`config.mk`:
```
export PLATFORM = sky130hd
export DESIGN_NAME = fetch
export DESIGN_NICKNAME = d
export VERILOG_FILES = /design/src/logic/isaPkg.sv /design/src/logic/ctlPkg.sv /design/src/logic/fetch.sv
export SDC_FILE = /design/constraint.sdc
export NUM_CORES = 1
export LEC_CHECK = 0
export CORE_AREA = 8 8 52 54
export CTS_CLUSTER_DIAMETER = 100
export DETAILED_ROUTE_END_ITERATION = 8
export DIE_AREA = 0 0 60 62
export DONT_BUFFER_PORTS = 1
export PLACE_DENSITY_LB_ADDON = 0.25
export REMOVE_ABC_BUFFERS = 1
export SYNTH_ARGS = -nofsm -noshare
export SYNTH_HDL_FRONTEND = slang
export SYNTH_SLANG_ARGS = --single-unit
```
`constraint.sdc`:
```
create_clock -name clk -period 2 [get_ports clk]
set_input_delay 0.2 -clock clk [delete_from_list [all_inputs] [get_ports clk]]
set_output_delay 0.2 -clock clk [all_outputs]
set_load 0.01 [all_outputs]
```
`src/program.hex`:
```
// One 16-bit instruction word per line in hex, from byte address 0 upward
// After the word: word index and the instruction it encodes
C105 // 00 LBI  r1, 5
C2FD // 01 LBI  r2, -3
D94C // 02 ADD  r3 = r1 + r2
D951 // 03 SUB  r4 = r1 - r2
D956 // 04 XOR  r5 = r1 ^ r2
DA3B // 05 ANDN r6 = r2 & ~r1
41FC // 06 ADDI r7 = r1 + -4
4A03 // 07 SUBI r0 = r2 - 3
549F // 08 XORI r4 = r4 ^ 0x1f
5DBF // 09 ANDNI r5 = r5 & ~0x1f
E138 // 10 SEQ  r6 = r1 == r1
EA3C // 11 SLT  r7 = r2 < r1
F158 // 12 SLE  r6 = r1 <= r2
8324 // 13 ST   mem[r3 + 4] = r1
8B84 // 14 LD   r4 = mem[r3 + 4]
8BA8 // 15 LD   r5 = mem[r3 + 8]
6502 // 16 BEQZ r5, +2 taken
C677 // 17 LBI  r6, 0x77 skipped
6102 // 18 BEQZ r1, +2 not taken
C303 // 19 LBI  r3, 3
4B61 // 20 SUBI r3 = r3 - 1
6BFC // 21 BNEZ r3, -4 back to 20
2002 // 22 J    +2
C755 // 23 LBI  r7, 0x55 skipped
0800 // 24 NOP
DCE0 // 25 ADD  r0 = r4 + r7
0000 // 26 HALT
C766 // 27 LBI  r7, 0x66 never reached
0800 // 28 NOP
0800 // 29 NOP
```
`src/logic/isaPkg.sv`:
```
package isaPkg;

   localparam int wordW    = 16;                // Datapath and instruction width
   localparam int regCount = 8;                 // General purpose registers

   // Opcode sits in bits 15:11 of every word
   typedef enum logic [4:0] {
      opHalt  = 5'b00000,                       // Stop the processor
      opNop   = 5'b00001,
      opJ     = 5'b00100,                       // PC relative jump
      opAddi  = 5'b01000,
      opSubi  = 5'b01001,
      opXori  = 5'b01010,
      opAndni = 5'b01011,
      opBeqz  = 5'b01100,
      opBnez  = 5'b01101,
      opSt    = 5'b10000,
      opLd    = 5'b10001,
      opLbi   = 5'b11000,                       // Load byte immediate
      opAlu   = 5'b11011,                       // Register ALU group selected by funct
      opSeq   = 5'b11100,
      opSlt   = 5'b11101,
      opSle   = 5'b11110
   } opcodeT;

   // Funct codes of the register ALU group
   localparam logic [1:0] functAdd  = 2'b00;
   localparam logic [1:0] functSub  = 2'b01;
   localparam logic [1:0] functXor  = 2'b10;
   localparam logic [1:0] functAndn = 2'b11;

   // Same word seen as register format or immediate format
   typedef union packed {
      struct packed {
         opcodeT     opcode;                    // 15:11
         logic [2:0] rs;                        // 10:8
         logic [2:0] rt;                        // 7:5
         logic [2:0] rd;                        // 4:2
         logic [1:0] funct;                     // 1:0
      } rForm;
      struct packed {
         opcodeT     opcode;                    // 15:11
         logic [2:0] rs;                        // 10:8
         logic [2:0] rd;                        // 7:5
         logic [4:0] imm;                       // 4:0
      } iForm;
   } instrT;

endpackage

```
`src/logic/ctlPkg.sv`:
```
package ctlPkg;

   // ALU function applied to readData1 and operand B
   typedef enum logic [2:0] {
      aluAdd, aluSub, aluXor, aluAndn,
      aluPassB                                  // Result is operand B as is
   } aluOpT;

   // Set on compare, overrides the ALU result
   typedef enum logic [1:0] {condNone, condEq, condLt, condLe} condT;

   // Next PC source
   typedef enum logic [1:0] {brNone, brBeqz, brBnez, brJump} branchT;

   // Destination register field
   typedef enum logic [1:0] {
      destRs,                                   // Bits 10:8
      destRt,                                   // Bits 7:5
      destRd                                    // Bits 4:2
   } regDestT;

   localparam int    romWords    = 256;         // Instruction ROM depth
   localparam int    ramWords    = 256;         // Data RAM depth
   localparam string programFile = "/design/src/program.hex";

endpackage

```
`src/logic/fetch.sv`:
```
`timescale 1ns/10ps

module fetch import isaPkg::*, ctlPkg::*; (
   input  logic             clk,
   input  logic             rstN,
   input  logic             pcSrc,              // Take target next
   input  logic [wordW-1:0] target,
   input  logic             halt,               // Current word is HALT
   output instrT            instr,
   output logic [wordW-1:0] pc,                 // Byte address of current word
   output logic             halted
);

   localparam int romIdxW = $clog2(romWords);

   logic [wordW-1:0] rom [romWords];            // Program store
   logic [wordW-1:0] pcPlus2;
   logic [wordW-1:0] nextPc;

   initial begin
      $readmemh(programFile, rom);
   end

   assign instr   = rom[pc[romIdxW:1]];         // Word aligned fetch
   assign pcPlus2 = pc + wordW'(2);
   assign nextPc  = pcSrc ? target : pcPlus2;

   always_ff @(posedge clk) begin
      if (!rstN) begin
         pc <= '0;
      end else if (!(halt || halted)) begin
         pc <= nextPc;                          // Frozen on HALT
      end
   end

   // Sticky until reset
   always_ff @(posedge clk) begin
      if (!rstN) begin
         halted <= 1'b0;
      end else if (halt) begin
         halted <= 1'b1;
      end
   end

endmodule

```
==> results of run 1 <==
## layout make-up
| class | count | area (µm²) |
|---|---|---|
| Timing Repair Buffer | 9 | 67.6 |
| Tap cell | 27 | 33.8 |
| Inverter | 3 | 11.3 |
| Sequential cell | 17 | 340 |
| Multi-Input combinational cell | 108 | 626 |
| Clock inverter | 1 | 5.00 |
| Clock buffer | 3 | 22.5 |
| Fill cell | 182 | 796 |
## where the power goes
part | total, mW | internal (mW) | switching, mW
registers | 0.379 | 0.356 | 0.0231
logic | 0.101 | 0.0384 | 0.0627
clock network | 0.190 | 0.0744 | 0.115
## kinds of logic (layout without fill, tap and decap cells)
| logic type | count (synthesis) | in the layout | synth area share [%] |
|---|---|---|---|
| AND/OR/NAND/NOR | 45 | 45 | 23.4 |
| AO/OA/AOI/OAI | 42 | 42 | 25.4 |
| buffers and inverters | 24 | 16 | 14.2 |
| flip-flops | 17 | 17 | 32.1 |
| XOR/XNOR | 3 | 3 | 2.48 |
| adder cells (fa/ha/maj) | 1 | 1 | 1.18 |
| other | 1 | 16 | 0.354 |
| multiplexers | 1 | 1 | 0.945 |
## registers in the layout (all words and copies together), names as in the netlist
register	count
pc	16
halted	1
## worst max path at each step
| stage | endpoint |
|---|---|
| final | pc[13] |
| after global routing | pc[13] |
| after CTS | pc[13] |
| after detailed placement | pc[13] |
| after global placement | pc[13] |
| after floorplan | pc[13] |
## metal layers
layer / vias up / routed length (µm) / GRT usage (%)
met5: - / 0 / 0
met1: 467 / 1140 / 17.1
met4: 0 / 10 / 4.08
met3: 2 / 382 / 6.17
li1: 483 / - / -
met2: 60 / 1300 / 27.2
## per-stage QoR
step | instances | setup WS (ns) | hold slack (ns)
final | 168 | 0.255 | 0.0463
after global routing | 168 | 0.176 | 0.0312
after CTS | 168 | 0.254 | 0.0387
after detailed placement | 164 | 0.271 | 0.363
after global placement | 164 | 0.309 | 0.358
after floorplan | 128 | 0.186 | 0.354
## layout by cell type (no fill, tap or decap), types with 2 or more instances in the layout
master / count
sky130_fd_sc_hd__nor4_1: 5
sky130_fd_sc_hd__nor2b_1: 2
sky130_fd_sc_hd__nand4_1: 5
sky130_fd_sc_hd__a21oi_1: 6
sky130_fd_sc_hd__inv_1: 2
sky130_fd_sc_hd__buf_4: 9
sky130_fd_sc_hd__o21ai_0: 17
sky130_fd_sc_hd__xnor2_1: 3
sky130_fd_sc_hd__conb_1: 16
sky130_fd_sc_hd__nand2_1: 11
sky130_fd_sc_hd__clkbuf_4: 3
sky130_fd_sc_hd__o2bb2ai_1: 4
sky130_fd_sc_hd__nand3_1: 5
sky130_fd_sc_hd__nor3_1: 4
sky130_fd_sc_hd__a22oi_1: 3
sky130_fd_sc_hd__dfxtp_1: 17
sky130_fd_sc_hd__a32oi_1: 3
sky130_fd_sc_hd__nor2_1: 7
## worst register-to-register path, cell delays in order (launching register included)
cell	delay [ns]
sky130_fd_sc_hd__dfxtp_1	0.35
sky130_fd_sc_hd__ha_1	0.24
sky130_fd_sc_hd__nand3_4	0.13
sky130_fd_sc_hd__or4_4	0.55
sky130_fd_sc_hd__a21o_1	0.17
sky130_fd_sc_hd__a22o_1	0.21
==> insert_results.sql, run 1 <==
INSERT INTO impl_metrics (metric_group, metric, value, unit) VALUES
('critical_path', 'timing.critical_path.max_delay_family', 'simple AND/OR/NAND/NOR gates', ''),
('synthesis', 'netlist_top_cells_count', 'sky130_fd_sc_hd__dfxtp_1 (17), sky130_fd_sc_hd__o21ai_0 (17), sky130_fd_sc_hd__buf_4 (16), sky130_fd_sc_hd__nand2_1 (11), sky130_fd_sc_hd__nor2_1 (7)', ''),
('synthesis', 'synth_top_area_cell', 'sky130_fd_sc_hd__dfxtp_1', ''),
('synthesis', 'syn_area_per_cell', '7.91', 'µm²'),
('detailed_routing', 'detailedRoute.firstPassIterationCount', '6', ''),
('critical_path', 'cp_cell_sequence', 'ha_1 -> nand3_4 -> or4_4 -> a21o_1 -> a22o_1', ''),
('synthesis', 'netlist_instances', '134', ''),
('floorplan', 'die-area', '3720', 'µm²'),
('critical_path', 'critPathRequiredTime', '2.20', 'ns'),
('hold_path', 'worst_hold_path_startpoint', 'rstN', ''),
('timing', 'tns', '0', 'ns'),
('critical_path', 'critical_path_top_delay_cell', 'sky130_fd_sc_hd__or4_4', ''),
('critical_path', 'slowest_delay', '0.55', 'ns'),
('status', 'status', 'completed', ''),
('synthesis', 'seq_area_frac_synth', '32.1', '%'),
('synthesis', 'synth_cell_type_count', '37', ''),
('synthesis', 'async_flop_share', '0', '%'),
('power', 'power.density_cell_area', '606', 'nW/µm²'),
('finish', 'flow.area_growth_from_synthesis', '4.37', '%'),
('timing', 'setup_repair_after_global_routing_missed_its_margin', 'false', ''),
('synthesis', 'synth_edf_count', '0', ''),
('finish', 'post-route-util', '58.2', '%'),
('hold_path', 'hold_path_stages', '1', ''),
('detailed_routing', 'detailroute.via_count', '1012', ''),
('clocking', 'cts_tree', 'yes', ''),
('timing', 'fmaxAchievable', '573', 'MHz'),
('clocking', 'cts_root_buffer', 'sky130_fd_sc_hd__clkbuf_4', ''),
('critical_path', 'critical_path.reg2reg.endpoint', 'pc[13]', ''),
('floorplan', 'die-width', '60', 'µm'),
('detailed_routing', 'viasPerCell', '6.02', ''),
('timing', 'finalSetupViolCount', '0', ''),
('critical_path', 'setup.worst_path.start_class', 'flip-flop', ''),
('finish', 'drive_above_1_share', '11.3', '%'),
('critical_path', 'critical_path_peak_fanout', '8', ''),
('global_routing', 'grtUsageTotal', '15.5', '%'),
('detailed_routing', 'drt_iter0_drc', '36', ''),
('placement', 'dp_hpwl', '2180', 'µm'),
('finish', 'insertedDiodeCount', '0', ''),
('floorplan', 'die_h', '62', 'µm'),
('clocking', 'hold_buffers', '0', ''),
('clocking', 'clk-insertion-delay-late', '0.29', 'ns'),
('clocking', 'numCtsBuffers', '3', ''),
('placement', 'port_buffers', '0', ''),
('critical_path', 'path_depth', '5', ''),
('timing', 'min_period_over_period', '87.2', '%'),
('finish', 'cell_area_after_layout', '1110', 'µm²'),
('detailed_routing', 'routed_wl', '2840', 'µm'),
('critical_path', 'ff2ff_setup_slack', '0.26', 'ns'),
('clocking', 'cts_htree_levels', '1', ''),
('global_routing', 'grt_start_max_net_pins', '30', ''),
('clocking', 'cts_sinks', '17', ''),
('power', 'design_power_total', '0.670', 'mW'),
('critical_path', 'critPathArrivalTime', '1.94', 'ns'),
('clocking', 'clock_pin_transition_on_the_worst_setup_and_hold_timing_paths', '0.11', 'ns'),
('floorplan', 'core_region_area', '1900', 'µm²'),
('critical_path', 'crit_path_end_kind', 'flip-flop', ''),
('floorplan', 'rows', '16', ''),
('global_routing', 'grt_pass1_wl', '4510', 'µm'),
('synthesis', 'ys_ff_latch', '17', ''),
('global_routing', 'first_global_vias', '965', ''),
('timing', 'hold_violations', '0', ''),
('power', 'static-leakage-power', '0.401', 'nW'),
('detailed_routing', 'avgRoutedWirePerCell', '16.9', 'µm'),
('synthesis', 'yosys.area.top_type_share', '32.1', '%'),
('clocking', 'clock_path_buffers', '2', ''),
('critical_path', 'worst-path-buf-inv', '0', ''),
('run', 'maxCapViolations', '0', ''),
('floorplan', 'start_util', '55.7', '%'),
('detailed_routing', 'detail-route-antenna-nets', '0', ''),
('critical_path', 'worst-setup-path-type', 'reg2reg', ''),
('global_routing', 'globalRouteOverflowTotal', '0', '');
No activity file was read; power rests on OpenSTA's default activity.
==> run 2, diff against run 1 <==
Settings changed: CORE_AREA 8 8 52 54 to 8 8 53 55, DIE_AREA 0 0 60 62 to 0 0 61 63.
Clock period 2 ns to 1.5 ns, I/O delays scaled along.
==> insert_results.sql, run 2 (same netlist as run 1, synthesis figures left out) <==
INSERT INTO impl_metrics (metric_group, metric, value, unit) VALUES
('status', 'status', 'finished, violations left', ''),
('status', 'violated_checks', 'setup timing', ''),
('critical_path', 'critical_path_peak_fanout', '2', ''),
('power', 'design_power_total', '0.927', 'mW'),
('global_routing', 'globalRouteOverflowTotal', '0', ''),
('floorplan', 'die-width', '61', 'µm'),
('finish', 'post_layout_nonfiller_instances', '187', ''),
('clocking', 'numCtsBuffers', '3', ''),
('detailed_routing', 'drc', '0', ''),
('clocking', 'cts_tree', 'yes', ''),
('clocking', 'cts_htree_levels', '1', ''),
('global_routing', 'grt_pass1_wl', '4740', 'µm'),
('critical_path', 'critPathArrivalTime', '1.74', 'ns'),
('finish', 'drive_above_1_share', '27.7', '%'),
('timing', 'skew', '0.00196', 'ns'),
('floorplan', 'die_h', '63', 'µm'),
('timing', 'min_period_over_period', '103', '%'),
('critical_path', 'ff2ff_setup_slack', '-0.05', 'ns'),
('hold_path', 'hp-class', 'in2reg', ''),
('placement', 'placed_cells_incl_taps', '182', ''),
('critical_path', 'setup.worst_path.start_class', 'flip-flop', ''),
('floorplan', 'rows', '17', ''),
('detailed_routing', 'detail-route-antenna-nets', '0', ''),
('finish', 'insertedDiodeCount', '0', ''),
('floorplan', 'core_region_area', '2060', 'µm²'),
('detailed_routing', 'routed_wl', '3060', 'µm'),
('timing', 'timing.hold.ws', '0.0117', 'ns'),
('placement', 'port_buffers', '0', ''),
('timing', 'setup_repair_after_global_routing_missed_its_margin', 'true', ''),
('placement', 'dp_hpwl', '2370', 'µm'),
('placement', 'detailedPlace.worstSlack', '-0.195', 'ns'),
('global_routing', 'grtUsageTotal', '15.5', '%'),
('global_routing', 'number_of_antenna_violations_at_the_first_check_in_global_routing', '0', ''),
('detailed_routing', 'viasPerCell', '5.71', ''),
('clocking', 'cts_sinks', '17', ''),
('clocking', 'cts_root_buffer', 'sky130_fd_sc_hd__clkbuf_4', ''),
('power', 'power.density_cell_area', '712', 'nW/µm²'),
('floorplan', 'die-area', '3840', 'µm²'),
('timing', 'finalWorstSetupSlack', '-0.0492', 'ns'),
('floorplan', 'start_util', '51.4', '%'),
('placement', 'globalplace.congestion', '0.848', ''),
('power', 'ir_worst_vdd', '0.458', 'mV'),
('global_routing', 'first_global_vias', '959', ''),
('timing', 'finalSetupViolCount', '1', ''),
('finish', 'largest_reg_flops', '16', ''),
('critical_path', 'critPathRequiredTime', '1.69', 'ns'),
('power', 'static-leakage-power', '0.492', 'nW'),
('detailed_routing', 'avgRoutedWirePerCell', '16.4', 'µm'),
('detailed_routing', 'drt_iter0_drc', '33', ''),
('finish', 'highest_count_cells_in_the_layout_ignoring_fill_and_taps', 'sky130_fd_sc_hd__buf_4 (25), sky130_fd_sc_hd__conb_1 (16), sky130_fd_sc_hd__o21ai_0 (14)', ''),
('timing', 'fmaxAchievable', '645', 'MHz'),
('clocking', 'clk-insertion-delay-late', '0.29', 'ns'),
('critical_path', 'worst-setup-path-type', 'reg2reg', ''),
('hold_path', 'hold_path_stages', '2', ''),
('detailed_routing', 'detailedRoute.firstPassIterationCount', '5', ''),
('timing', 'report.final.slew_viol_count', '0', ''),
('floorplan', 'floorplan.io_pins', '53', ''),
('clocking', 'clock_pin_transition_on_the_worst_setup_and_hold_timing_paths', '0.10', 'ns'),
('timing', 'tns', '-0.0492', 'ns'),
('critical_path', 'worst_reg_to_reg_cells', '5', ''),
('detailed_routing', 'detailroute.via_count', '1067', ''),
('finish', 'final_common_cell', 'sky130_fd_sc_hd__buf_4', ''),
('run', 'maxCapViolations', '0', ''),
('finish', 'biggestRegsByFlops', 'pc: 16 flops, halted: 1 flops', ''),
('clocking', 'clock_path_buffers', '2', ''),
('finish', 'largest_register', 'pc', ''),
('global_routing', 'grt_start_max_net_pins', '30', ''),
('timing', 'period_minus_slack', '1.55', 'ns'),
('critical_path', 'crit_path_end_kind', 'flip-flop', ''),
('finish', 'flow.area_growth_from_synthesis', '22.8', '%'),
('timing', 'hold_violations', '0', ''),
('finish', 'nNetsFinal', '181', '');
-- run 2: path summary, 6_finish.rpt --
kind	start	end
hold reg to reg	pc[0]	pc[0]
setup reg to reg	pc[2]	pc[13]
setup / recovery	pc[2]	pc[13]
hold / removal	pcSrc	pc[0]
-- run 2: power by group --
part / internal (mW) / switching, mW / leakage (nW)
sequential: 0.475 / 0.0239 / 0.142
clock: 0.103 / 0.149 / 0.0150
combinational: 0.0757 / 0.0994 / 0.336
total: 0.654 / 0.272 / 0.492
-- run 2: what timing repair did --
action	4_1_cts	5_1_grt
endpoints found under the setup margin	3	8
pin swaps	4	5
hold endpoints to repair	0	1
cloned	0	0
hold buffers	0	1
gates resized for setup	6	12
setup buffers	0	0
-- run 2: metal layers --
metal  GRT usage [%]  routed length [µm]  vias to the layer above
li1                -                   -                      518
met1            17.4                1190                      506
met2            25.5                1560                       35
met3            6.79                 260                        8
met4            4.08                  48                        0
met5               0                   0                        -
-- run 2: critical path: stages (launching register included) --
cell	delay, ns
sky130_fd_sc_hd__dfxtp_2	0.36
sky130_fd_sc_hd__ha_4	0.15
sky130_fd_sc_hd__nand3_4	0.07
sky130_fd_sc_hd__or4_4	0.49
sky130_fd_sc_hd__a21o_1	0.18
sky130_fd_sc_hd__a22o_1	0.20
-- run 2: final cells by class --
class | count | area (µm²)
clock buffers | 4 | 26.3
fillers | 192 | 762
inverters | 3 | 11.3
multi-input cells | 108 | 669
flip-flops and latches | 17 | 350
well taps | 28 | 35.0
repair buffers | 27 | 209
-- run 2: per-stage QoR --
| step | utilization (%) | instance area [µm²] |
|---|---|---|
| 2_1_floorplan | - | 977 |
| 3_3_place_gp | 58.5 | 1210 |
| 3_5_place_dp | 58.5 | 1210 |
| 4_1_cts | 61.1 | 1260 |
| 5_1_grt | 63.1 | 1300 |
| 6_report | 63.1 | 1300 |
