**config.mk**
```make
export PLATFORM = sky130hd
export DESIGN_NAME = execute_flat
export DESIGN_NICKNAME = d
export VERILOG_FILES = /design/src/logic/isaPkg.sv /design/src/logic/ctlPkg.sv /design/src/logic/ctlIf.sv /design/src/logic/execute.sv /design/src/flat_wrapper.sv
export SDC_FILE = /design/constraint.sdc
export NUM_CORES = 1
export LEC_CHECK = 0
export BUFFER_PORTS_ARGS = -buffer_cell sky130_fd_sc_hd__buf_2
export CAP_MARGIN = 25
export CELL_PAD_IN_SITES_DETAIL_PLACEMENT = 1
export CELL_PAD_IN_SITES_GLOBAL_PLACEMENT = 2
export CORE_ASPECT_RATIO = 1.75
export CORE_MARGIN = 8
export CORE_UTILIZATION = 26
export DETAILED_ROUTE_END_ITERATION = 6
export GPL_TIMING_DRIVEN = 0
export PLACE_DENSITY = 0.85
export SETUP_SLACK_MARGIN = 0.05
export SYNTH_ARGS = -nofsm -noshare
export SYNTH_HDL_FRONTEND = slang
export SYNTH_SLANG_ARGS = --single-unit
```
**constraint.sdc**
```tcl
create_clock -name vclk -period 3.48
set_input_delay 0.174 -clock vclk [all_inputs]
set_output_delay 0.174 -clock vclk [all_outputs]
set_load 0.03 [all_outputs]
```
**src/program.hex**
```
// One 16-bit instruction word per line in hex, from byte address 0 upward
// After the word: word index and the instruction it encodes
C105 // 00 LBI  r1, 5
C2FD // 01 LBI  r2, -3
D94C // 02 ADD  r3 = r1 + r2
D951 // 03 SUB  r4 = r1 - r2
D956 // 04 XOR  r5 = r1 ^ r2
DA3B // 05 ANDN r6 = r2 & ~r1
41FC // 06 ADDI r7 = r1 + -4
4A03 // 07 SUBI r0 = r2 - 3
549F // 08 XORI r4 = r4 ^ 0x1f
5DBF // 09 ANDNI r5 = r5 & ~0x1f
E138 // 10 SEQ  r6 = r1 == r1
EA3C // 11 SLT  r7 = r2 < r1
F158 // 12 SLE  r6 = r1 <= r2
8324 // 13 ST   mem[r3 + 4] = r1
8B84 // 14 LD   r4 = mem[r3 + 4]
8BA8 // 15 LD   r5 = mem[r3 + 8]
6502 // 16 BEQZ r5, +2 taken
C677 // 17 LBI  r6, 0x77 skipped
6102 // 18 BEQZ r1, +2 not taken
C303 // 19 LBI  r3, 3
4B61 // 20 SUBI r3 = r3 - 1
6BFC // 21 BNEZ r3, -4 back to 20
2002 // 22 J    +2
C755 // 23 LBI  r7, 0x55 skipped
0800 // 24 NOP
DCE0 // 25 ADD  r0 = r4 + r7
0000 // 26 HALT
C766 // 27 LBI  r7, 0x66 never reached
0800 // 28 NOP
0800 // 29 NOP
```
**src/logic/isaPkg.sv**
```systemverilog
package isaPkg;

   localparam int wordW    = 16;                // Datapath and instruction width
   localparam int regCount = 8;                 // General purpose registers

   // Opcode sits in bits 15:11 of every word
   typedef enum logic [4:0] {
      opHalt  = 5'b00000,                       // Stop the processor
      opNop   = 5'b00001,
      opJ     = 5'b00100,                       // PC relative jump
      opAddi  = 5'b01000,
      opSubi  = 5'b01001,
      opXori  = 5'b01010,
      opAndni = 5'b01011,
      opBeqz  = 5'b01100,
      opBnez  = 5'b01101,
      opSt    = 5'b10000,
      opLd    = 5'b10001,
      opLbi   = 5'b11000,                       // Load byte immediate
      opAlu   = 5'b11011,                       // Register ALU group selected by funct
      opSeq   = 5'b11100,
      opSlt   = 5'b11101,
      opSle   = 5'b11110
   } opcodeT;

   // Funct codes of the register ALU group
   localparam logic [1:0] functAdd  = 2'b00;
   localparam logic [1:0] functSub  = 2'b01;
   localparam logic [1:0] functXor  = 2'b10;
   localparam logic [1:0] functAndn = 2'b11;

   // Same word seen as register format or immediate format
   typedef union packed {
      struct packed {
         opcodeT     opcode;                    // 15:11
         logic [2:0] rs;                        // 10:8
         logic [2:0] rt;                        // 7:5
         logic [2:0] rd;                        // 4:2
         logic [1:0] funct;                     // 1:0
      } rForm;
      struct packed {
         opcodeT     opcode;                    // 15:11
         logic [2:0] rs;                        // 10:8
         logic [2:0] rd;                        // 7:5
         logic [4:0] imm;                       // 4:0
      } iForm;
   } instrT;

endpackage

```
**src/logic/ctlPkg.sv**
```systemverilog
package ctlPkg;

   // ALU function applied to readData1 and operand B
   typedef enum logic [2:0] {
      aluAdd, aluSub, aluXor, aluAndn,
      aluPassB                                  // Result is operand B as is
   } aluOpT;

   // Set on compare, overrides the ALU result
   typedef enum logic [1:0] {condNone, condEq, condLt, condLe} condT;

   // Next PC source
   typedef enum logic [1:0] {brNone, brBeqz, brBnez, brJump} branchT;

   // Destination register field
   typedef enum logic [1:0] {
      destRs,                                   // Bits 10:8
      destRt,                                   // Bits 7:5
      destRd                                    // Bits 4:2
   } regDestT;

   localparam int    romWords    = 256;         // Instruction ROM depth
   localparam int    ramWords    = 256;         // Data RAM depth
   localparam string programFile = "/design/src/program.hex";

endpackage

```
**src/logic/ctlIf.sv**
```systemverilog
`timescale 1ns/10ps

interface ctlIf import ctlPkg::*, isaPkg::*; ();

   logic             regWrite;                  // Register file write request
   regDestT          regDest;
   logic             aluSrc;                    // Operand B is imm when set
   aluOpT            aluOp;
   condT             condOp;
   branchT           branchCode;
   logic             memRead;
   logic             memWrite;
   logic             memToReg;                  // Writeback from RAM instead of ALU
   logic [wordW-1:0] imm;                       // Extended immediate

   modport ctrl (output regWrite, regDest, aluSrc, aluOp, condOp, branchCode,
                 memRead, memWrite, memToReg, imm);
   modport dec  (input regWrite, regDest);
   modport exe  (input aluSrc, aluOp, condOp, branchCode, imm);
   modport mem  (input memRead, memWrite, memToReg);

endinterface

```
**src/logic/execute.sv**
```systemverilog
`timescale 1ns/10ps

module execute import isaPkg::*, ctlPkg::*; (
   ctlIf.exe                ctl,
   input  logic [wordW-1:0] readData1,          // rs value
   input  logic [wordW-1:0] readData2,          // rt value
   input  logic [wordW-1:0] pc,
   output logic [wordW-1:0] aluResult,
   output logic [wordW-1:0] target,
   output logic             pcSrc
);

   logic [wordW-1:0] opB;
   logic [wordW-1:0] aluOut;
   logic             setBit;                    // Compare outcome
   logic             rsZero;

   assign opB = ctl.aluSrc ? ctl.imm : readData2;

   always_comb begin
      unique case (ctl.aluOp)
         aluAdd:   aluOut = readData1 + opB;
         aluSub:   aluOut = readData1 - opB;    // rs minus operand B
         aluXor:   aluOut = readData1 ^ opB;
         aluAndn:  aluOut = readData1 & ~opB;
         aluPassB: aluOut = opB;                // LBI
         default:  aluOut = '0;
      endcase
   end

   // Signed compares always use the two register values
   always_comb begin
      unique case (ctl.condOp)
         condEq:  setBit = (readData1 == readData2);
         condLt:  setBit = ($signed(readData1) < $signed(readData2));
         condLe:  setBit = ($signed(readData1) <= $signed(readData2));
         default: setBit = 1'b0;
      endcase
   end

   assign aluResult = (ctl.condOp != condNone) ? {{(wordW-1){1'b0}}, setBit} : aluOut;

   assign rsZero = (readData1 == '0);
   assign target = pc + wordW'(2) + ctl.imm;    // Relative to next word

   always_comb begin
      unique case (ctl.branchCode)
         brBeqz:  pcSrc = rsZero;
         brBnez:  pcSrc = !rsZero;
         brJump:  pcSrc = 1'b1;
         default: pcSrc = 1'b0;
      endcase
   end

endmodule

```
**src/flat_wrapper.sv**
```systemverilog
// flat-port wrapper written by rule: the top's interface ports become plain ports
module execute_flat import isaPkg::*, ctlPkg::*;
  (readData1, readData2, pc, aluResult, target, pcSrc, ctl_aluSrc, ctl_aluOp, ctl_condOp, ctl_branchCode, ctl_imm);
  ctlIf ctl_i ();
  input  logic [wordW-1:0] readData1;
  input  logic [wordW-1:0] readData2;
  input  logic [wordW-1:0] pc;
  output logic [wordW-1:0] aluResult;
  output logic [wordW-1:0] target;
  output logic pcSrc;
  input wire logic [$bits(ctl_i.aluSrc)-1:0] ctl_aluSrc;
  input wire logic [$bits(ctl_i.aluOp)-1:0] ctl_aluOp;
  input wire logic [$bits(ctl_i.condOp)-1:0] ctl_condOp;
  input wire logic [$bits(ctl_i.branchCode)-1:0] ctl_branchCode;
  input wire logic [$bits(ctl_i.imm)-1:0] ctl_imm;
  assign ctl_i.aluSrc = ctl_aluSrc;
  assign ctl_i.aluOp = ctl_aluOp;
  assign ctl_i.condOp = ctl_condOp;
  assign ctl_i.branchCode = ctl_branchCode;
  assign ctl_i.imm = ctl_imm;
  execute u_core (.ctl(ctl_i), .readData1(readData1), .readData2(readData2), .pc(pc), .aluResult(aluResult), .target(target), .pcSrc(pcSrc));
endmodule
```
==> impl_metrics.env, run 1 <==
export IMPL_outcome="completed"
export IMPL_first_pass_iters=4
export IMPL_rows=54
export IMPL_worst_slew_pin_slew_ns=0.642
export IMPL_ir_drop_mv=0.0580
export IMPL_drc=0
export IMPL_portBuffers=102
export IMPL_place_ws_ns=-0.648
export IMPL_nClkBuffers=0
export IMPL_nFlopsAndLatches=0
export IMPL_setup_viol=0
export IMPL_start_util=0.265
export IMPL_syn_cell_area_mm2=0.00330
export IMPL_crit_arrival_ns=3.21
export IMPL_dp_cells=729
export IMPL_critical_path_max_stage_delay_ns=0.32
export IMPL_diodes=0
export IMPL_final_seq_area_um2=0
export IMPL_boundaryPins=105
export IMPL_fin_util=0.359
export IMPL_hold_viol=0
export IMPL_antenna_found_initial=0
export IMPL_path_common_cell="buf_12"
export IMPL_grt_overflow=0
export IMPL_cts_hold_buffers=0
export IMPL_crit_slowest_cell="mux2_4"
export IMPL_yosys_warnings=0
export IMPL_synth_nets=610
export IMPL_critPathRequiredTime_ns=3.31
export IMPL_tns_ns=0
export IMPL_grt_pass1_wl_mm=21.0
export IMPL_syn_area_per_cell_um2=7.19
export IMPL_grt_max_degree=11
export IMPL_whs_ns=0.720
export IMPL_synth_cell_type_count=57
export IMPL_routed_via_count=3958
export IMPL_core_area_mm2=0.0124
export IMPL_fmax_mhz=295
export IMPL_grt_pass1_vias=4395
export IMPL_gp_congestion=0.884
export IMPL_drtIter0Drc=105
export IMPL_max_slew_margin=0.570
export IMPL_fp_dieW_um=101
export IMPL_die_h_um=165
export IMPL_layout_setup_ws_ns=0.0917
export IMPL_dp_hpwl_mm=11.9
export IMPL_leakage_nw=2.09
export IMPL_period_share=0.974
export IMPL_stdcell_count=748
export IMPL_fin_nets=733
export IMPL_power_density_mw_per_mm2=220
export IMPL_critPathLaunchType="input port"
export IMPL_cap_violations=0
export IMPL_die_area_mm2=0.0167
export IMPL_drv_slew=0
export IMPL_period_needed_ns=3.39
export IMPL_ant_nets=0
export IMPL_final_layout_size_suffix_gt1_frac=0.316
export IMPL_rsz0062_at_grt="yes"
export IMPL_synthCells=459
export IMPL_endpoint_kind="primary output"
export IMPL_fillers=1634
export IMPL_syn2layout_area_growth_pct=35.3
export IMPL_routedWlPerCell_um=18.1
export IMPL_seq_area_frac_synth=0
export IMPL_hold_path_class="input port to primary output"
export IMPL_crit_type="input port to primary output"
export IMPL_grt_use_total=0.157
export IMPL_viasPerCell=5.29
export IMPL_path_cells="buf_12 > buf_12 > buf_12 > mux2_4 > inv_4 > ha_4 > nand3_4 > o21a_4 > a21oi_1 > xnor2_1 > ha_1 > a21oi_2 > o21ai_2 > buf_4 > nor4_2 > nor2_2 > o21ai_2 > nand2_1 > o211ai_1 > buf_4"
export IMPL_wl_mm=13.6
export IMPL_cp_max_fo=6
==> cell type report <==
cell class	instances	area, um2	share of cell area
Timing Repair Buffer	122	687	0.154
Multi-Input combinational cell	412	3320	0.744
Tap cell	168	210	0.0471
Buffer	13	120	0.0269
Inverter	33	126	0.0283
==> cells by family after synthesis <==
kind of cell | Yosys count | share of synthesized area
AOI/OAI and AO/OA | 138 | 0.265
xor gates and xnor gates | 35 | 0.0929
adders and majority gates | 79 | 0.304
buffers and inverters | 47 | 0.0641
muxes | 17 | 0.0595
and+or+nand+nor | 143 | 0.215
==> power by group <==
group / switching [W] / leakage (nW) / internal (W)
registers: 0 / 0 / 0
logic: 0.000586 / 2.09 / 0.000398
clock network: 0 / 0 / 0
==> metrics by stage <==
stage               instance area [um2]  power [W]
floorplan                          3330   0.000624
global placement                   4050   0.000852
detailed placement                 4050   0.000882
CTS                                4290   0.000942
global route                       4460    0.00108
finish                             4460   0.000984
==> final timing paths <==
check / start / end / slack [ns] / cells past startpoint
worst max-delay path: ctl_aluSrc / aluResult[15] / 0.09 / 20
worst min-delay path: pc[0] / target[0] / 0.72 / 3
==> worst max-delay path: cells and delay by family <==
family / cells / cell delay, ns
fa+ha+maj: 2 / 0.46
xor+xnor: 1 / 0.14
simple gates: 4 / 0.46
mux: 1 / 0.32
buf+inv: 6 / 0.75
compound gates: 6 / 0.89
==> metal layers <==
layer | up-vias | routed length (um) | track usage | part of all wire
met1 | 1899 | 4620 | 0.139 | 0.34
met3 | 28 | 494 | 0.0181 | 0.036
met2 | 80 | 8030 | 0.338 | 0.59
met4 | 0 | 433 | 0.0518 | 0.032
met5 | - | 0 | 0 | 0
li1 | 1951 | - | - | -
==> cells in the mapped netlist (3+ instances only) <==
cell | instances | area (um2)
o22ai_1 | 15 | 93.8
nand4_1 | 4 | 25.0
xnor2_1 | 23 | 201
or3_1 | 4 | 25.0
nor2_1 | 43 | 161
o2111ai_1 | 3 | 26.3
mux2i_1 | 11 | 110
nand3b_1 | 3 | 22.5
o21a_1 | 9 | 67.6
nor4_1 | 10 | 62.6
nand2_1 | 29 | 109
a21oi_1 | 50 | 250
inv_1 | 33 | 124
clkbuf_1 | 7 | 26.3
o21ai_0 | 25 | 125
nand3_1 | 11 | 55.1
xor2_1 | 12 | 105
a21o_1 | 4 | 30.0
nor2b_1 | 9 | 56.3
nand2b_1 | 9 | 56.3
nor3_1 | 9 | 45.0
ha_1 | 77 | 963
buf_6 | 4 | 45.0
o211ai_1 | 4 | 30.0
o22a_1 | 5 | 43.8
a31oi_1 | 4 | 25.0
mux2i_2 | 3 | 41.3
==> cell usage in the layout (no fill, tap or decap), types with 12 or more instances in the layout <==
cell type	count
xnor2_1	23
o22ai_1	14
inv_1	32
ha_1	75
xor2_1	12
nand2_1	27
nor2_1	41
buf_4	23
a21oi_1	42
o21ai_0	17
buf_2	96
==> repair_timing <==
action,CTS,global route
buffers inserted,11,9
setup endpoints to repair,11,9
gates resized for setup,36,40
hold endpoints to repair,0,0
pin swaps,11,26
No activity file was read; power rests on OpenSTA's default activity.
==> inputs of run 2 (changes only) <==
--- a/config.mk
+++ b/config.mk
@@ -9,12 +9,13 @@
 export CAP_MARGIN = 25
 export CELL_PAD_IN_SITES_DETAIL_PLACEMENT = 1
 export CELL_PAD_IN_SITES_GLOBAL_PLACEMENT = 2
-export CORE_ASPECT_RATIO = 1.75
+export CORE_ASPECT_RATIO = 0.7
 export CORE_MARGIN = 8
 export CORE_UTILIZATION = 26
 export DETAILED_ROUTE_END_ITERATION = 6
 export GPL_TIMING_DRIVEN = 0
 export PLACE_DENSITY = 0.85
+export REMOVE_ABC_BUFFERS = 1
 export SETUP_SLACK_MARGIN = 0.05
 export SYNTH_ARGS = -nofsm -noshare
 export SYNTH_HDL_FRONTEND = slang
==> run 2 against run 1 <==
  * Via count fell by 2.2%
  * First-iteration DRC count is 17% lower
  * Highest routed layer unchanged
  * Critical path depth is 4 lower
  * Final cell count down 3.3%
  * Largest cell class unchanged
  * Critical path type unchanged
  * Clock-buffer cell count is the same
==> impl_metrics.env, run 2 (synthesized netlist as in run 1, its figures left out) <==
export IMPL_die_h_um=110
export IMPL_cp_max_fo=14
export IMPL_power_density_mw_per_mm2=219
export IMPL_grt_overflow=0
export IMPL_outcome="completed"
export IMPL_period_needed_ns=3.29
export IMPL_rows=34
export IMPL_start_util=0.266
export IMPL_antenna_found_initial=0
export IMPL_power_frac_clock=0
export IMPL_fin_nets=714
export IMPL_fin_area_mm2=0.00423
export IMPL_die_area_mm2=0.0166
export IMPL_grt_use_total=0.149
export IMPL_portBuffers=105
export IMPL_final_common_cell="buf_2"
export IMPL_period_share=0.944
export IMPL_crit_arrival_ns=3.11
export IMPL_hold_depth=3
export IMPL_fmax_mhz=304
export IMPL_worst_slew_pin_slew_ns=0.704
export IMPL_tns_ns=0
export IMPL_setup_viol=0
export IMPL_layout_common_cells="buf_2, ha_1, a21oi_1, nor2_1, inv_1"
export IMPL_post_dp_cell_area_mm2=0.00394
export IMPL_hold_viol=0
export IMPL_cp_top_family="compound AO/OA/AOI/OAI gates"
export IMPL_nFlopsAndLatches=0
export IMPL_routed_via_count=3872
export IMPL_viasPerCell=5.36
export IMPL_critPathLaunchType="input port"
export IMPL_crit_slowest_cell="or2_2"
export IMPL_drv_slew=0
export IMPL_grt_max_degree=36
export IMPL_fillers=1582
export IMPL_syn2layout_area_growth_pct=28.0
export IMPL_cp_num_cells=16
export IMPL_grt_pass1_vias=4093
export IMPL_nClkBuffers=0
export IMPL_p_switching_w=0.000560
export IMPL_cap_violations=0
export IMPL_crit_type="input port to primary output"
export IMPL_drtIter0Drc=87
export IMPL_path_cells="buf_16 > nor4_2 > a21oi_1 > nand3b_1 > or2_2 > o21ai_1 > xnor2_1 > ha_2 > a21o_1 > a21oi_1 > inv_1 > a21o_1 > a31oi_2 > xor2_1 > o21ai_1 > buf_4"
export IMPL_endpoint_kind="primary output"
export IMPL_whs_ns=0.728
export IMPL_first_pass_iters=4
export IMPL_leakage_nw=1.99
export IMPL_drc=0
export IMPL_max_slew_margin=0.530
export IMPL_final_seq_area_um2=0
export IMPL_gp_congestion=0.844
export IMPL_boundaryPins=105
export IMPL_combPwrFrac=1.000
export IMPL_routedWlPerCell_um=17.8
export IMPL_final_layout_size_suffix_gt1_frac=0.275
export IMPL_cts_hold_buffers=0
export IMPL_critical_path_max_stage_delay_ns=0.34
export IMPL_p_int_w=0.000367
export IMPL_critPathBufInv=3
export IMPL_ir_drop_mv=0.141
export IMPL_diodes=0
export IMPL_wl_mm=12.9
export IMPL_fp_dieW_um=151
export IMPL_critPathRequiredTime_ns=3.31
export IMPL_ant_nets=0
export IMPL_p_sw_frac=0.605
export IMPL_core_area_mm2=0.0124
export IMPL_seq_power_share=0
export IMPL_rsz0062_at_grt="no"
export IMPL_hold_path_class="input port to primary output"
export IMPL_grt_pass1_wl_mm=20.5
export IMPL_dp_hpwl_mm=10.9
## run 2: cell count changes in the layout (fill, tap and decap cells not counted), sizes merged
cell / before / now
buf: 128 / 115
clkbuf: 7 / 1
## run 2: cell type report
cell class	count	area [um2]	area share
repair buffers	116	663	0.157
multi-input cells	412	3240	0.766
inverters	33	124	0.0293
well taps	162	203	0.0480
## run 2: worst paths after layout
path / start / endpoint / slack (ns)
max: ctl_aluSrc / aluResult[13] / 0.19
min: pc[0] / target[0] / 0.73
## run 2: power by group through the flow
stage / Sequential (W) / Combinational (W) / Clock, W
after floorplan: 0 / 0.000599 / 0
after global placement: 0 / 0.000828 / 0
after detailed placement: 0 / 0.000864 / 0
after CTS: 0 / 0.000898 / 0
after global routing: 0 / 0.00103 / 0
final: 0 / 0.000927 / 0
## run 2: per-layer routing
metal,track usage,vias to the layer above,wire length (um)
met1,0.203,1864,6280
met5,0,-,0
li1,-,1912,-
met2,0.259,94,5790
met4,0.00493,0,20
met3,0.0192,2,775
## run 2: timing repair
action / CTS / global route
cloned: 0 / 1
resized for setup: 23 / 30
setup endpoints to repair: 11 / 9
buffers inserted: 7 / 3
pin swaps: 4 / 6
## run 2: per-stage QoR
| stage | total power [W] | utilization | worst slack, ns | cells |
|---|---|---|---|---|
| 5_1_grt | 0.00103 | 0.340 | 0.0153 | 723 |
| 4_1_cts | 0.000898 | 0.327 | 0.0277 | 719 |
| 2_1_floorplan | 0.000599 | - | 0.245 | 445 |
| 3_5_place_dp | 0.000864 | 0.317 | -0.566 | 712 |
| 6_report | 0.000927 | 0.340 | 0.194 | 723 |
| 3_3_place_gp | 0.000828 | 0.317 | -0.488 | 712 |
==> inputs of run 3 (changes only) <==
--- a/config.mk
+++ b/config.mk
@@ -5,16 +5,17 @@
 export SDC_FILE = /design/constraint.sdc
 export NUM_CORES = 1
 export LEC_CHECK = 0
+export ABC_AREA = 1
 export BUFFER_PORTS_ARGS = -buffer_cell sky130_fd_sc_hd__buf_2
 export CAP_MARGIN = 25
 export CELL_PAD_IN_SITES_DETAIL_PLACEMENT = 1
 export CELL_PAD_IN_SITES_GLOBAL_PLACEMENT = 2
 export CORE_ASPECT_RATIO = 0.7
 export CORE_MARGIN = 8
-export CORE_UTILIZATION = 26
+export CORE_UTILIZATION = 25
 export DETAILED_ROUTE_END_ITERATION = 6
 export GPL_TIMING_DRIVEN = 0
-export PLACE_DENSITY = 0.85
+export PLACE_DENSITY = 0.86
 export REMOVE_ABC_BUFFERS = 1
 export SETUP_SLACK_MARGIN = 0.05
 export SYNTH_ARGS = -nofsm -noshare
==> run 3 against run 2 <==
  * Final cell count is 15% higher
  * Area after synthesis is 3.0% higher
  * Setup slack better by 0.082 ns
==> impl_metrics.env, run 3 <==
export IMPL_grt_overflow=0
export IMPL_p_int_w=0.000310
export IMPL_leakage_nw=2.28
export IMPL_final_seq_area_um2=0
export IMPL_hold_viol=0
export IMPL_synth_most_common_cell="nand2_1"
export IMPL_crit_arrival_ns=3.03
export IMPL_period_needed_ns=3.20
export IMPL_portBuffers=105
export IMPL_critical_path_max_stage_delay_ns=0.33
export IMPL_fin_nets=796
export IMPL_yosys_warnings=0
export IMPL_layout_setup_ws_ns=0.275
export IMPL_seq_area_frac_synth=0
export IMPL_core_area_mm2=0.0132
export IMPL_syn2layout_area_growth_pct=23.7
export IMPL_grt_pass1_vias=4319
export IMPL_synth_top_area_share=0.284
export IMPL_synth_cell_type_count=47
export IMPL_start_util=0.257
export IMPL_tns_ns=0
export IMPL_final_layout_size_suffix_gt1_frac=0.236
export IMPL_cap_violations=0
export IMPL_critPathBufInv=4
export IMPL_first_pass_iters=4
export IMPL_p_sw_frac=0.659
export IMPL_hp_start="pc[0]"
export IMPL_syn_cell_area_mm2=0.00340
export IMPL_hold_end="target[0]"
export IMPL_hold_depth=3
export IMPL_gp_congestion=0.820
export IMPL_grt_use_total=0.145
export IMPL_boundaryPins=105
export IMPL_wl_mm=13.3
export IMPL_path_cells="buf_8 > o21ai_4 > ha_4 > nand2_1 > nor2_2 > nand2_1 > nor2_1 > nor2_2 > nor2_4 > o21ai_1 > xor2_1 > ha_1 > inv_1 > nor3_2 > and2_1 > nand2_1 > nand2_1 > inv_1 > nand2_1 > nand3_1 > a21oi_2 > buf_4"
export IMPL_rsz0062_at_grt="yes"
export IMPL_max_slew_margin=0.571
export IMPL_ir_drop_mv=0.0867
export IMPL_syn_area_per_cell_um2=6.25
export IMPL_hold_path_class="input port to primary output"
export IMPL_p_switching_w=0.000600
export IMPL_met3_wirelength_um=706
export IMPL_cp_max_fo=18
export IMPL_cts_hold_buffers=0
export IMPL_topRoutingLayerUsed="met5"
export IMPL_layout_common_cells="nand2_1, buf_2, ha_1, inv_1, a21oi_1"
export IMPL_nFlopsAndLatches=0
export IMPL_grt_max_degree=19
export IMPL_period_share=0.921
export IMPL_cp_top_family="simple AND/OR/NAND/NOR gates"
export IMPL_seq_power_share=0
export IMPL_dp_hpwl_mm=12.0
export IMPL_power_density_mw_per_mm2=216
export IMPL_grt_pass1_wl_mm=21.5
export IMPL_routed_via_count=4038
export IMPL_outcome="completed"
export IMPL_fp_dieW_um=155
export IMPL_fmax_mhz=312
export IMPL_drv_slew=0
export IMPL_endpoint_kind="primary output"
export IMPL_path_common_cell="nand2_1"
export IMPL_combPwrFrac=1.000
export IMPL_rows=35
export IMPL_synth_largest_area_cell="ha_1"
export IMPL_die_h_um=114
export IMPL_synth_area_top_cells="ha_1, nand2_1, a21oi_1, inv_1, xor2_1"
export IMPL_wl_met2_mm=5.73
export IMPL_synth_common_cells="nand2_1, ha_1, inv_1"
export IMPL_drc=0
export IMPL_final_common_cell="nand2_1"
export IMPL_synthCells=544
export IMPL_worst_slew_pin_slew_ns=0.642
export IMPL_antenna_found_initial=1
export IMPL_crit_slowest_cell="ha_1"
export IMPL_die_area_mm2=0.0176
export IMPL_wl_met1_mm=6.88
export IMPL_crit_type="input port to primary output"
export IMPL_routedWlPerCell_um=16.1
export IMPL_critPathLaunchType="input port"
export IMPL_critPathRequiredTime_ns=3.31
export IMPL_fin_area_mm2=0.00420
export IMPL_post_dp_cell_area_mm2=0.00410
export IMPL_nClkBuffers=0
export IMPL_fillers=1785
export IMPL_power_frac_clock=0
export IMPL_place_ws_ns=-0.223
export IMPL_diodes=0
export IMPL_drtIter0Drc=164
export IMPL_viasPerCell=4.88
export IMPL_setup_viol=0
export IMPL_ant_nets=0
==> run 3: cell count changes in the layout (fill, tap and decap cells not counted), sizes merged, moves of 9 or more <==
cell,delta
nand3,+21
xnor2,-17
xor2,+11
nand2b,-9
mux2i,-15
nand2,+104
buf,-11
inv,+38
nor2b,-9
==> run 3: kinds of logic after synthesis <==
family	count (synthesis)	share of synthesized area
AOI/OAI and AO/OA	119	0.202
adders and majority gates	79	0.295
muxes	1	0.00331
buffers and inverters	81	0.103
xor gates and xnor gates	29	0.0747
and+or+nand+nor	235	0.321
==> run 3: routing by layer <==
layer,vias up,GRT usage
met3,2,0.0181
li1,2070,-
met1,1880,0.209
met4,2,0
met5,-,0
met2,84,0.237
==> run 3: metrics by stage <==
step | std cells | power (W) | hold WS, ns | util
2_1_floorplan | 537 | 0.000615 | 0.574 | -
3_3_place_gp | 827 | 0.000863 | 0.710 | 0.310
3_5_place_dp | 827 | 0.000890 | 0.731 | 0.310
4_1_cts | 827 | 0.000899 | 0.732 | 0.311
5_1_grt | 828 | 0.00101 | 0.737 | 0.318
6_report | 828 | 0.000910 | 0.722 | 0.318
==> run 3: how the worst max path moves through the flow <==
stage / startpoint / to / slack (ns) / cells after the start
after floorplan: ctl_aluSrc / aluResult[14] / 0.50 / 20
after global placement: ctl_aluSrc / aluResult[14] / -0.14 / 22
after detailed placement: ctl_aluSrc / aluResult[15] / -0.22 / 24
after CTS: ctl_aluSrc / aluResult[15] / 0.02 / 24
after global routing: ctl_aluSrc / aluResult[15] / 0.04 / 24
final: ctl_aluSrc / aluResult[15] / 0.28 / 22
==> run 3: power by group through the flow <==
stage / registers, W / logic, W / clock network, W
floorplan: 0 / 0.000615 / 0
global placement: 0 / 0.000863 / 0
detailed placement: 0 / 0.000890 / 0
CTS: 0 / 0.000899 / 0
global route: 0 / 0.00101 / 0
finish: 0 / 0.000910 / 0
==> run 3: worst min-delay path, delay by kind of cell <==
family	cells	cell delay, ns
buf+inv	2	0.27
fa+ha+maj	1	0.11
==> run 3: layout make-up <==
class | count | area [um2] | area share
timing repair buffer | 106 | 551 | 0.131
multi-input combinational | 463 | 3120 | 0.742
inverter | 74 | 304 | 0.0723
tap | 185 | 231 | 0.0551
==> run 3: timing repair <==
item | in CTS | in global routing
endpoints found under the hold margin | 0 | 0
setup buffers | 0 | 1
gates resized for setup | 6 | 23
endpoints found under the setup margin | 6 | 9
pin swaps | 0 | 4
